<file path="config.mk">
export PLATFORM = sky130hd
export DESIGN_NAME = id_stage
export DESIGN_NICKNAME = d
export VERILOG_FILES = /design/src/id_pkg.sv /design/src/id_decoder.sv /design/src/id_issue.sv /design/src/id_operand_read.sv /design/src/id_stage.sv
export SDC_FILE = /design/constraint.sdc
export NUM_CORES = 2
export LEC_CHECK = 0
export BUFFER_PORTS_ARGS = -buffer_cell sky130_fd_sc_hd__buf_2
export CAP_MARGIN = 40
export CELL_PAD_IN_SITES_DETAIL_PLACEMENT = 2
export CELL_PAD_IN_SITES_GLOBAL_PLACEMENT = 2
export CORE_MARGIN = 5
export CORE_UTILIZATION = 40
export CTS_BUF_LIST = sky130_fd_sc_hd__clkbuf_16
export CTS_CLUSTER_DIAMETER = 40
export DETAILED_ROUTE_END_ITERATION = 6
export HOLD_SLACK_MARGIN = 0.15
export PLACE_DENSITY_LB_ADDON = 0.1
export SYNTH_ARGS = -nofsm -noshare
export SYNTH_HDL_FRONTEND = slang
export SYNTH_SLANG_ARGS = --single-unit
</file>
<file path="constraint.sdc">
create_clock -name clk -period 6.1 [get_ports clk]
set_input_delay 0.305 -clock clk [delete_from_list [all_inputs] [get_ports clk]]
set_output_delay 0.305 -clock clk [all_outputs]
set_load 0.05 [all_outputs]
</file>
<file path="src/id_pkg.sv">
package id_pkg;

    // ========================================================================
    // widths and constants
    // ========================================================================
    localparam int xlen       = 32;     // data and pc width
    localparam int reg_addr_w = 5;      // 32 architectural registers

    localparam logic [xlen-1:0] reset_pc = 32'h8000_0000;  // pc of a cleared packet

    // major opcodes, instr[6:0]
    localparam logic [6:0] opc_lui    = 7'b0110111;
    localparam logic [6:0] opc_auipc  = 7'b0010111;
    localparam logic [6:0] opc_jal    = 7'b1101111;
    localparam logic [6:0] opc_jalr   = 7'b1100111;
    localparam logic [6:0] opc_branch = 7'b1100011;
    localparam logic [6:0] opc_load   = 7'b0000011;
    localparam logic [6:0] opc_store  = 7'b0100011;
    localparam logic [6:0] opc_op_imm = 7'b0010011;
    localparam logic [6:0] opc_op     = 7'b0110011;

    // ========================================================================
    // control encodings
    // ========================================================================
    // branches reuse sub/slt/sltu for the compare
    typedef enum logic [3:0] {
        alu_add, alu_sub, alu_sll, alu_slt,
        alu_sltu, alu_xor, alu_srl, alu_sra,
        alu_or, alu_and,
        alu_pass_b          // lui only, result is op_b
    } alu_op_e;

    typedef enum logic [3:0] {
        mem_none,
        mem_lb, mem_lh, mem_lw, mem_lbu, mem_lhu,
        mem_sb, mem_sh, mem_sw
    } mem_op_e;

    typedef enum logic [2:0] {
        imm_i, imm_s, imm_b, imm_u, imm_j
    } imm_sel_e;

    // operand source picked by the hazard logic, 2'b11 unused
    typedef enum logic [1:0] {
        byp_regfile = 2'b00,
        byp_exe     = 2'b01,
        byp_mem     = 2'b10
    } byp_sel_e;

    // ========================================================================
    // packets
    // ========================================================================
    typedef struct packed {
        logic [xlen-1:0] instr;
        logic [xlen-1:0] pc;
    } fetch_pkt_t;

    typedef struct packed {
        alu_op_e               alu_op;
        mem_op_e               mem_op;
        logic                  a_is_pc;    // op_a from pc
        logic                  b_is_imm;   // op_b from imm
        logic                  is_branch;
        logic                  is_jal;
        logic                  is_jalr;
        logic                  wb_en;
        logic [reg_addr_w-1:0] rd;
        logic [reg_addr_w-1:0] rs1;
        logic [reg_addr_w-1:0] rs2;
        logic                  illegal;
        logic [xlen-1:0]       imm;        // sign extended
    } id_ctrl_t;

    typedef struct packed {
        logic [xlen-1:0] rs1_val;  // after bypass
        logic [xlen-1:0] rs2_val;
    } id_operands_t;

    typedef struct packed {
        logic [xlen-1:0]       pc;
        logic [xlen-1:0]       op_a;
        logic [xlen-1:0]       op_b;
        logic [xlen-1:0]       store_data;  // bypassed rs2
        logic [xlen-1:0]       imm;
        alu_op_e               alu_op;
        mem_op_e               mem_op;
        logic                  is_branch;
        logic                  is_jalr;
        logic                  wb_en;
        logic [reg_addr_w-1:0] rd;
        logic                  illegal;
        logic                  pred_taken;
        logic [xlen-1:0]       pred_pc;
    } issue_pkt_t;

endpackage

</file>
<file path="src/id_decoder.sv">
module id_decoder (
    input  logic [id_pkg::xlen-1:0] instr_i,
    output id_pkg::id_ctrl_t        ctrl_o
);

    logic [6:0]       opcode;
    logic [2:0]       funct3;
    logic [6:0]       funct7;
    id_pkg::imm_sel_e imm_sel;
    id_pkg::id_ctrl_t ctrl;     // everything but the immediate

    assign opcode = instr_i[6:0];
    assign funct3 = instr_i[14:12];
    assign funct7 = instr_i[31:25];

    // ========================================================================
    // opcode / funct decode
    // ========================================================================
    always_comb begin
        ctrl     = '0;              // add, no mem op, no flags
        ctrl.rd  = instr_i[11:7];
        ctrl.rs1 = instr_i[19:15];
        ctrl.rs2 = instr_i[24:20];
        imm_sel  = id_pkg::imm_i;
        case (opcode)
            id_pkg::opc_lui: begin
                ctrl.alu_op   = id_pkg::alu_pass_b;   // rd = imm
                ctrl.b_is_imm = 1'b1;
                ctrl.wb_en    = 1'b1;
                imm_sel       = id_pkg::imm_u;
            end
            id_pkg::opc_auipc: begin
                ctrl.a_is_pc  = 1'b1;                 // pc + imm
                ctrl.b_is_imm = 1'b1;
                ctrl.wb_en    = 1'b1;
                imm_sel       = id_pkg::imm_u;
            end
            id_pkg::opc_jal: begin
                ctrl.a_is_pc  = 1'b1;                 // alu forms the target
                ctrl.b_is_imm = 1'b1;
                ctrl.is_jal   = 1'b1;
                ctrl.wb_en    = 1'b1;                 // link written by execute
                imm_sel       = id_pkg::imm_j;
            end
            id_pkg::opc_jalr: begin
                ctrl.b_is_imm = 1'b1;                 // rs1 + imm
                ctrl.is_jalr  = 1'b1;
                ctrl.wb_en    = 1'b1;
                ctrl.illegal  = (funct3 != 3'b000);
            end
            id_pkg::opc_branch: begin
                ctrl.is_branch = 1'b1;                // rs1 vs rs2, no write-back
                imm_sel        = id_pkg::imm_b;
                case (funct3)
                    3'b000, 3'b001: ctrl.alu_op = id_pkg::alu_sub;   // beq bne
                    3'b100, 3'b101: ctrl.alu_op = id_pkg::alu_slt;   // blt bge
                    3'b110, 3'b111: ctrl.alu_op = id_pkg::alu_sltu;  // bltu bgeu
                    default:        ctrl.illegal = 1'b1;
                endcase
            end
            id_pkg::opc_load: begin
                ctrl.b_is_imm = 1'b1;                 // address = rs1 + imm
                ctrl.wb_en    = 1'b1;
                case (funct3)
                    3'b000:  ctrl.mem_op = id_pkg::mem_lb;
                    3'b001:  ctrl.mem_op = id_pkg::mem_lh;
                    3'b010:  ctrl.mem_op = id_pkg::mem_lw;
                    3'b100:  ctrl.mem_op = id_pkg::mem_lbu;
                    3'b101:  ctrl.mem_op = id_pkg::mem_lhu;
                    default: ctrl.illegal = 1'b1;
                endcase
            end
            id_pkg::opc_store: begin
                ctrl.b_is_imm = 1'b1;
                imm_sel       = id_pkg::imm_s;
                case (funct3)
                    3'b000:  ctrl.mem_op = id_pkg::mem_sb;
                    3'b001:  ctrl.mem_op = id_pkg::mem_sh;
                    3'b010:  ctrl.mem_op = id_pkg::mem_sw;
                    default: ctrl.illegal = 1'b1;
                endcase
            end
            id_pkg::opc_op_imm: begin
                ctrl.b_is_imm = 1'b1;
                ctrl.wb_en    = 1'b1;
                case (funct3)
                    3'b000: ctrl.alu_op = id_pkg::alu_add;
                    3'b010: ctrl.alu_op = id_pkg::alu_slt;
                    3'b011: ctrl.alu_op = id_pkg::alu_sltu;
                    3'b100: ctrl.alu_op = id_pkg::alu_xor;
                    3'b110: ctrl.alu_op = id_pkg::alu_or;
                    3'b111: ctrl.alu_op = id_pkg::alu_and;
                    3'b001: begin                     // shamt in imm[4:0]
                        ctrl.alu_op  = id_pkg::alu_sll;
                        ctrl.illegal = (funct7 != 7'h00);
                    end
                    default: begin                    // 3'b101, srli / srai
                        ctrl.alu_op  = funct7[5] ? id_pkg::alu_sra : id_pkg::alu_srl;
                        ctrl.illegal = (funct7 != 7'h00) && (funct7 != 7'h20);
                    end
                endcase
            end
            id_pkg::opc_op: begin
                ctrl.wb_en = 1'b1;
                case ({funct7, funct3})
                    {7'h00, 3'b000}: ctrl.alu_op = id_pkg::alu_add;
                    {7'h20, 3'b000}: ctrl.alu_op = id_pkg::alu_sub;
                    {7'h00, 3'b001}: ctrl.alu_op = id_pkg::alu_sll;
                    {7'h00, 3'b010}: ctrl.alu_op = id_pkg::alu_slt;
                    {7'h00, 3'b011}: ctrl.alu_op = id_pkg::alu_sltu;
                    {7'h00, 3'b100}: ctrl.alu_op = id_pkg::alu_xor;
                    {7'h00, 3'b101}: ctrl.alu_op = id_pkg::alu_srl;
                    {7'h20, 3'b101}: ctrl.alu_op = id_pkg::alu_sra;
                    {7'h00, 3'b110}: ctrl.alu_op = id_pkg::alu_or;
                    {7'h00, 3'b111}: ctrl.alu_op = id_pkg::alu_and;
                    default:         ctrl.illegal = 1'b1;
                endcase
            end
            default: ctrl.illegal = 1'b1;             // outside the subset
        endcase

        // an illegal instr must not touch state downstream
        if (ctrl.illegal) begin
            ctrl.wb_en  = 1'b0;
            ctrl.mem_op = id_pkg::mem_none;
        end
        if (ctrl.rd == '0) ctrl.wb_en = 1'b0;         // x0 writes dropped here
    end

    // ========================================================================
    // immediate extension
    // ========================================================================
    always_comb begin
        ctrl_o = ctrl;
        case (imm_sel)
            id_pkg::imm_s: ctrl_o.imm = {{20{instr_i[31]}}, instr_i[31:25], instr_i[11:7]};
            id_pkg::imm_b: ctrl_o.imm = {{19{instr_i[31]}}, instr_i[31], instr_i[7],
                                         instr_i[30:25], instr_i[11:8], 1'b0};
            id_pkg::imm_u: ctrl_o.imm = {instr_i[31:12], 12'h000};
            id_pkg::imm_j: ctrl_o.imm = {{11{instr_i[31]}}, instr_i[31], instr_i[19:12],
                                         instr_i[20], instr_i[30:21], 1'b0};
            default:       ctrl_o.imm = {{20{instr_i[31]}}, instr_i[31:20]};  // i-type
        endcase
    end

endmodule

</file>
<file path="src/id_issue.sv">
module id_issue (
    input  logic                 clk,
    input  logic                 resetn,
    input  logic                 flush_i,
    input  logic                 in_valid_i,
    input  id_pkg::fetch_pkt_t   in_pkt_i,
    output logic                 in_ready_o,
    input  id_pkg::id_ctrl_t     ctrl_i,
    input  id_pkg::id_operands_t ops_i,
    input  logic                 rs1_depended_i,
    output logic                 out_valid_o,
    output id_pkg::issue_pkt_t   out_pkt_o,
    input  logic                 out_ready_i
);

    logic                    load;          // input transfer this cycle
    logic [id_pkg::xlen-1:0] op_a;
    logic [id_pkg::xlen-1:0] br_target;     // pc + imm
    logic [id_pkg::xlen-1:0] jalr_target;
    id_pkg::issue_pkt_t      next_pkt;

    // ========================================================================
    // operands and static prediction
    // ========================================================================
    assign br_target   = in_pkt_i.pc + ctrl_i.imm;
    assign jalr_target = (ops_i.rs1_val + ctrl_i.imm) & ~32'h1;

    always_comb begin
        if (ctrl_i.a_is_pc) op_a = in_pkt_i.pc;
        else if (ctrl_i.alu_op == id_pkg::alu_pass_b) op_a = '0;   // lui
        else op_a = ops_i.rs1_val;
    end

    always_comb begin
        next_pkt            = '0;
        next_pkt.pc         = in_pkt_i.pc;
        next_pkt.op_a       = op_a;
        next_pkt.op_b       = ctrl_i.b_is_imm ? ctrl_i.imm : ops_i.rs2_val;
        next_pkt.store_data = ops_i.rs2_val;
        next_pkt.imm        = ctrl_i.imm;
        next_pkt.alu_op     = ctrl_i.alu_op;
        next_pkt.mem_op     = ctrl_i.mem_op;
        next_pkt.is_branch  = ctrl_i.is_branch;
        next_pkt.is_jalr    = ctrl_i.is_jalr;
        next_pkt.wb_en      = ctrl_i.wb_en;
        next_pkt.rd         = ctrl_i.rd;
        next_pkt.illegal    = ctrl_i.illegal;
        next_pkt.pred_pc    = in_pkt_i.pc + 32'd4;             // fall through
        if (ctrl_i.is_jal || (ctrl_i.is_branch && ctrl_i.imm[31])) begin
            next_pkt.pred_taken = 1'b1;                        // jal, backward branch
            next_pkt.pred_pc    = br_target;
        end else if (ctrl_i.is_jalr && !rs1_depended_i) begin
            next_pkt.pred_taken = 1'b1;                        // rs1 already final
            next_pkt.pred_pc    = jalr_target;
        end
    end

    // ========================================================================
    // issue register
    // ========================================================================
    assign in_ready_o = !out_valid_o || out_ready_i;   // empty or draining
    assign load       = in_valid_i && in_ready_o;

    always_ff @(posedge clk) begin
        if (!resetn) begin
            out_valid_o <= 1'b0;
        end else if (flush_i) begin
            out_valid_o <= 1'b0;                       // drop held and incoming
        end else if (load) begin
            out_valid_o <= 1'b1;
        end else if (out_ready_i) begin
            out_valid_o <= 1'b0;
        end
    end

    always_ff @(posedge clk) begin
        if (!resetn) begin
            out_pkt_o         <= '0;
            out_pkt_o.pc      <= id_pkg::reset_pc;
            out_pkt_o.pred_pc <= id_pkg::reset_pc;
        end else if (load && !flush_i) begin
            out_pkt_o <= next_pkt;
        end
    end

    // stalled packet holds until execute takes it
    a_hold: assert property (@(posedge clk) disable iff (!resetn)
        out_valid_o && !out_ready_i && !flush_i |=> out_valid_o && $stable(out_pkt_o));

    // bad instr reaches execute with no side effects
    a_illegal_quiet: assert property (@(posedge clk) disable iff (!resetn)
        out_valid_o && out_pkt_o.illegal |->
            !out_pkt_o.wb_en && (out_pkt_o.mem_op == id_pkg::mem_none));

endmodule

</file>
<file path="src/id_operand_read.sv">
module id_operand_read (
    input  logic                          clk,
    input  logic                          resetn,
    input  logic [id_pkg::reg_addr_w-1:0] rs1_i,
    input  logic [id_pkg::reg_addr_w-1:0] rs2_i,
    input  logic                          wb_en_i,
    input  logic [id_pkg::reg_addr_w-1:0] wb_rd_i,
    input  logic [id_pkg::xlen-1:0]       wb_data_i,
    input  id_pkg::byp_sel_e              src1_sel_i,
    input  id_pkg::byp_sel_e              src2_sel_i,
    input  logic [id_pkg::xlen-1:0]       byp_exe_i,
    input  logic [id_pkg::xlen-1:0]       byp_mem_i,
    output id_pkg::id_operands_t          ops_o
);

    logic [id_pkg::xlen-1:0] regs [1:31];   // x0 has no storage

    // write-back port
    always_ff @(posedge clk) begin
        if (!resetn) begin
            for (int i = 1; i < 32; i++) begin
                regs[i] <= '0;
            end
        end else if (wb_en_i && (wb_rd_i != '0)) begin
            regs[wb_rd_i] <= wb_data_i;
        end
    end

    // regfile read with write-through, then the bypass pick
    function automatic logic [id_pkg::xlen-1:0] read_src(
        input logic [id_pkg::reg_addr_w-1:0] idx,
        input id_pkg::byp_sel_e              sel
    );
        logic [id_pkg::xlen-1:0] rf_val;
        if (idx == '0) rf_val = '0;                                  // x0
        else if (wb_en_i && (wb_rd_i == idx)) rf_val = wb_data_i;    // same-cycle write
        else rf_val = regs[idx];
        case (sel)
            id_pkg::byp_exe: return byp_exe_i;
            id_pkg::byp_mem: return byp_mem_i;
            default:         return rf_val;
        endcase
    endfunction

    always_comb begin
        ops_o.rs1_val = read_src(rs1_i, src1_sel_i);
        ops_o.rs2_val = read_src(rs2_i, src2_sel_i);
    end

    // hazard logic never drives the spare encoding
    a_sel_legal: assert property (@(posedge clk) disable iff (!resetn)
        (src1_sel_i inside {id_pkg::byp_regfile, id_pkg::byp_exe, id_pkg::byp_mem}) &&
        (src2_sel_i inside {id_pkg::byp_regfile, id_pkg::byp_exe, id_pkg::byp_mem}));

endmodule

</file>
<file path="src/id_stage.sv">
module id_stage (
    input  logic                          clk,
    input  logic                          resetn,
    // fetch side
    input  logic                          in_valid_i,
    input  id_pkg::fetch_pkt_t            in_pkt_i,
    output logic                          in_ready_o,
    // execute side
    output logic                          out_valid_o,
    output id_pkg::issue_pkt_t            out_pkt_o,
    input  logic                          out_ready_i,
    // write-back port
    input  logic                          wb_en_i,
    input  logic [id_pkg::reg_addr_w-1:0] wb_rd_i,
    input  logic [id_pkg::xlen-1:0]       wb_data_i,
    // from hazard logic
    input  id_pkg::byp_sel_e              src1_sel_i,
    input  id_pkg::byp_sel_e              src2_sel_i,
    input  logic [id_pkg::xlen-1:0]       byp_exe_i,
    input  logic [id_pkg::xlen-1:0]       byp_mem_i,
    input  logic                          rs1_depended_i,
    input  logic                          flush_i
);

    id_pkg::id_ctrl_t     ctrl;   // decoder result
    id_pkg::id_operands_t ops;    // bypassed source values

    id_decoder u_decoder (
        .instr_i (in_pkt_i.instr),
        .ctrl_o  (ctrl)
    );

    // indices straight from the decoder, same cycle
    id_operand_read u_operand_read (
        .clk        (clk),
        .resetn     (resetn),
        .rs1_i      (ctrl.rs1),
        .rs2_i      (ctrl.rs2),
        .wb_en_i    (wb_en_i),
        .wb_rd_i    (wb_rd_i),
        .wb_data_i  (wb_data_i),
        .src1_sel_i (src1_sel_i),
        .src2_sel_i (src2_sel_i),
        .byp_exe_i  (byp_exe_i),
        .byp_mem_i  (byp_mem_i),
        .ops_o      (ops)
    );

    id_issue u_issue (
        .clk            (clk),
        .resetn         (resetn),
        .flush_i        (flush_i),
        .in_valid_i     (in_valid_i),
        .in_pkt_i       (in_pkt_i),
        .in_ready_o     (in_ready_o),
        .ctrl_i         (ctrl),
        .ops_i          (ops),
        .rs1_depended_i (rs1_depended_i),
        .out_valid_o    (out_valid_o),
        .out_pkt_o      (out_pkt_o),
        .out_ready_i    (out_ready_i)
    );

endmodule

</file>
==> reports/metrics.csv <==
metric;value;unit
outcome;finished clean;
synth_edf_count;1024;
ys.flop_type;edfxtp_1;
critPathKind;flop to flop;
start_util;40.2;%
grt_pass1_wl;440;mm
boundaryPins;388;
p_per_area;317;nW/um^2
grt_max_degree;150;
grt_pass1_vias;58300;
fin_crit_sh;91.3;%
leakagePower;0.0310;uW
synth_cell_types;82;
syn_inst;5535;
dp_worst_setup_slack;220;ps
portBuffers;387;
ys_seq_area_share;50.7;%
crit_path_max_incr_delay;710;ps
vdd.ir_drop.worst;264;uV
max_freq;180;MHz
antenna_found_initial;29;
crit_path_top_delay_cell;a211oi_1;
yosys.area_share.simple;14.3;%
grt_use_total;33.8;%
drive_gt1_share;24.6;%
drc;0;
synth_xor_area_share;1.07;%
cp_cell_sequence;mux4_2 > mux4_2 > o211ai_1 > a21boi_0 > o22ai_1 > ha_1 > nor2b_1 > o21bai_1 > o2bb2ai_1 > a211oi_1 > o21ai_0 > nand3_1 > and3_1 > o21ai_0 > a22o_1;
die-height;425;um
synth_mux_area_share;19.4;%
synth_area_leaders;edfxtp_1 45%, mux4_2 15%, and2_1 9.1%;
drtAntennaViolNets;0;
period_minus_slack;5570;ps
num_rows;152;
ys_ff_latch;1235;
drv_cap;0;
die_x;425;um
first_pass_iters;6;
fin_setup_tns;0;ps
start_kind;flop;
synth_top_cell_area_share;44.6;%
required;6820;ps
coreArea;172000;um^2
synth_largest_area_cell;edfxtp_1;
crit_arrival;6290;ps
vias;54400;
cts.sinks;1235;
p_total;26500;uW
place_congestion;0.894;
dieArea;181000;um^2
synth_top_family_by_area;multiplexers;
hold_path.class;input port to flop;
wl;312;mm
slew_headroom;36.9;%
async_reset_ff_share;0;%
drt_iter0_drc;5509;
placed_area;74600;um^2
cp_max_fo;5;
slew_violations;0;
rsz0062_at_grt;false;
dp_cells;7939;
finalClockSkew;51.9;ps
cts-root-buf;clkbuf_16;
clk_path_buf_depth;3;
synth_fa_ha_area_share;1.26;%
cp-end-kind;flop;
insertion_delay;870;ps
cts_buffers;222;
fill_cells;16500;
syn_area;68900;um^2
grt-ovfl-total;0;
htreeDepth;4;
yosys_warnings;0;
area_delta_synth_final;21.5;%
final-hold-violation-count;0;
synth-compound-area-share;9.98;%
vias_per_cell;6.38;
setup_viol;0;
avgSynthCellArea;12.5;um^2
clk_pin_slew;50;ps
fin_ws;532;ps
cts_tree;done;
worstMarginPinSlew;945;ps
nets;6260;
hpwlAfterDp;198;mm
stdcell_count;8525;
final_area;83700;um^2
wl_per_cell;36.6;um
cell usage in the layout, fill, tap and decap left out, drive strengths merged, types with 82 or more instances in the layout:
cell / Yosys / final
edfxtp: 1024 / 1024
clkbuf: 449 / 225
inv: 37 / 88
a21oi: 226 / 226
nand2: 236 / 236
nor2: 366 / 366
mux4: 475 / 475
a22oi: 122 / 122
o211ai: 82 / 82
mux2i: 264 / 264
and2: 1006 / 1006
a221oi: 167 / 167
dfxtp: 211 / 211
clkinv: 1 / 99
o21ai: 148 / 148
buf: 90 / 601
dlygate4sd3: 0 / 162
per-stage QoR:
step | utilization [%] | hold slack, ps
after floorplan | - | 382
after global placement | 43.2 | 439
after detailed placement | 43.5 | 443
after CTS | 48.8 | 155
after global routing | 48.8 | 212
final | 48.8 | 221
state kept, by name, indices dropped and copies added, names as in the netlist:
register	flops
u_operand_read.regs	1024
u_issue.out_pkt_o	210
u_issue.out_valid_o	1
critical path: cells and delay by family, from the launching register on:
kind / cells / cell delay, ps
mux: 2 / 1040
fa+ha+maj: 1 / 410
simple gates: 3 / 610
compound gates: 9 / 2960
flops: 1 / 410
report_power, final:
group,internal [uW],total [uW],leakage (uW),switching [uW]
Sequential,9620,9900,0.0115,284
Clock,7720,12400,0.00372,4680
Combinational,1490,4210,0.0158,2720
timing repair:
item                      in CTS  in global routing
resized for setup              0                  0
hold buffers                 162                  0
setup buffers                  0                  0
hold endpoints to repair     774                  0
cell type report:
class	instances	area (um^2)	area share [%]
clock inverters	191	1840	2.20
flip-flops and latches	1235	35000	41.8
multi-input cells	3754	32400	38.7
clock buffers	224	5610	6.70
well taps	2310	2890	3.45
inverters	38	148	0.176
repair buffers	765	5830	6.96
diodes	8	20.0	0.0239
routing by layer:
layer / GRT usage (%) / vias up / routed length, um
met5: 0 / - / 37
met2: 57.9 / 2662 / 153000
li1: - / 22100 / -
met4: 16.8 / 6 / 17400
met3: 5.57 / 784 / 22600
met1: 41.4 / 28900 / 119000
path summary, 6_finish.rpt:
kind | startpoint | end | slack (ps) | cells past startpoint
min reg2reg | u_issue.out_pkt_o[131]$_SDFFE_PN0P_ | u_issue.out_pkt_o[131]$_SDFFE_PN0P_ | 450 | 2
max | u_operand_read.regs[4][2]$_SDFFCE_PN0P_ | u_issue.out_pkt_o[24]$_SDFFE_PN0P_ | 530 | 15
max reg2reg | u_operand_read.regs[4][2]$_SDFFCE_PN0P_ | u_issue.out_pkt_o[24]$_SDFFE_PN0P_ | 530 | 15
min | byp_mem_i[15] | u_issue.out_pkt_o[97]$_SDFFE_PN0P_ | 220 | 4
cell usage after synthesis, drive strengths merged, types with 66 or more instances:
library cell / n
a221oi: 167
buf: 90
o21ai: 148
clkbuf: 449
a22oi: 122
and2: 1006
a21oi: 226
mux2i: 264
ha: 66
edfxtp: 1024
nor2: 366
nand2: 236
o211ai: 82
mux4: 475
dfxtp: 211
cells by family after synthesis:
kind of cell             Yosys count
other                              1
XOR/XNOR                          84
AO/OA/AOI/OAI                   1003
AND/OR/NAND/NOR                 1824
multiplexers                     743
adder cells (fa/ha/maj)           68
flip-flops                      1235
buffers and inverters            577
No activity file was read; power rests on OpenSTA's default activity.
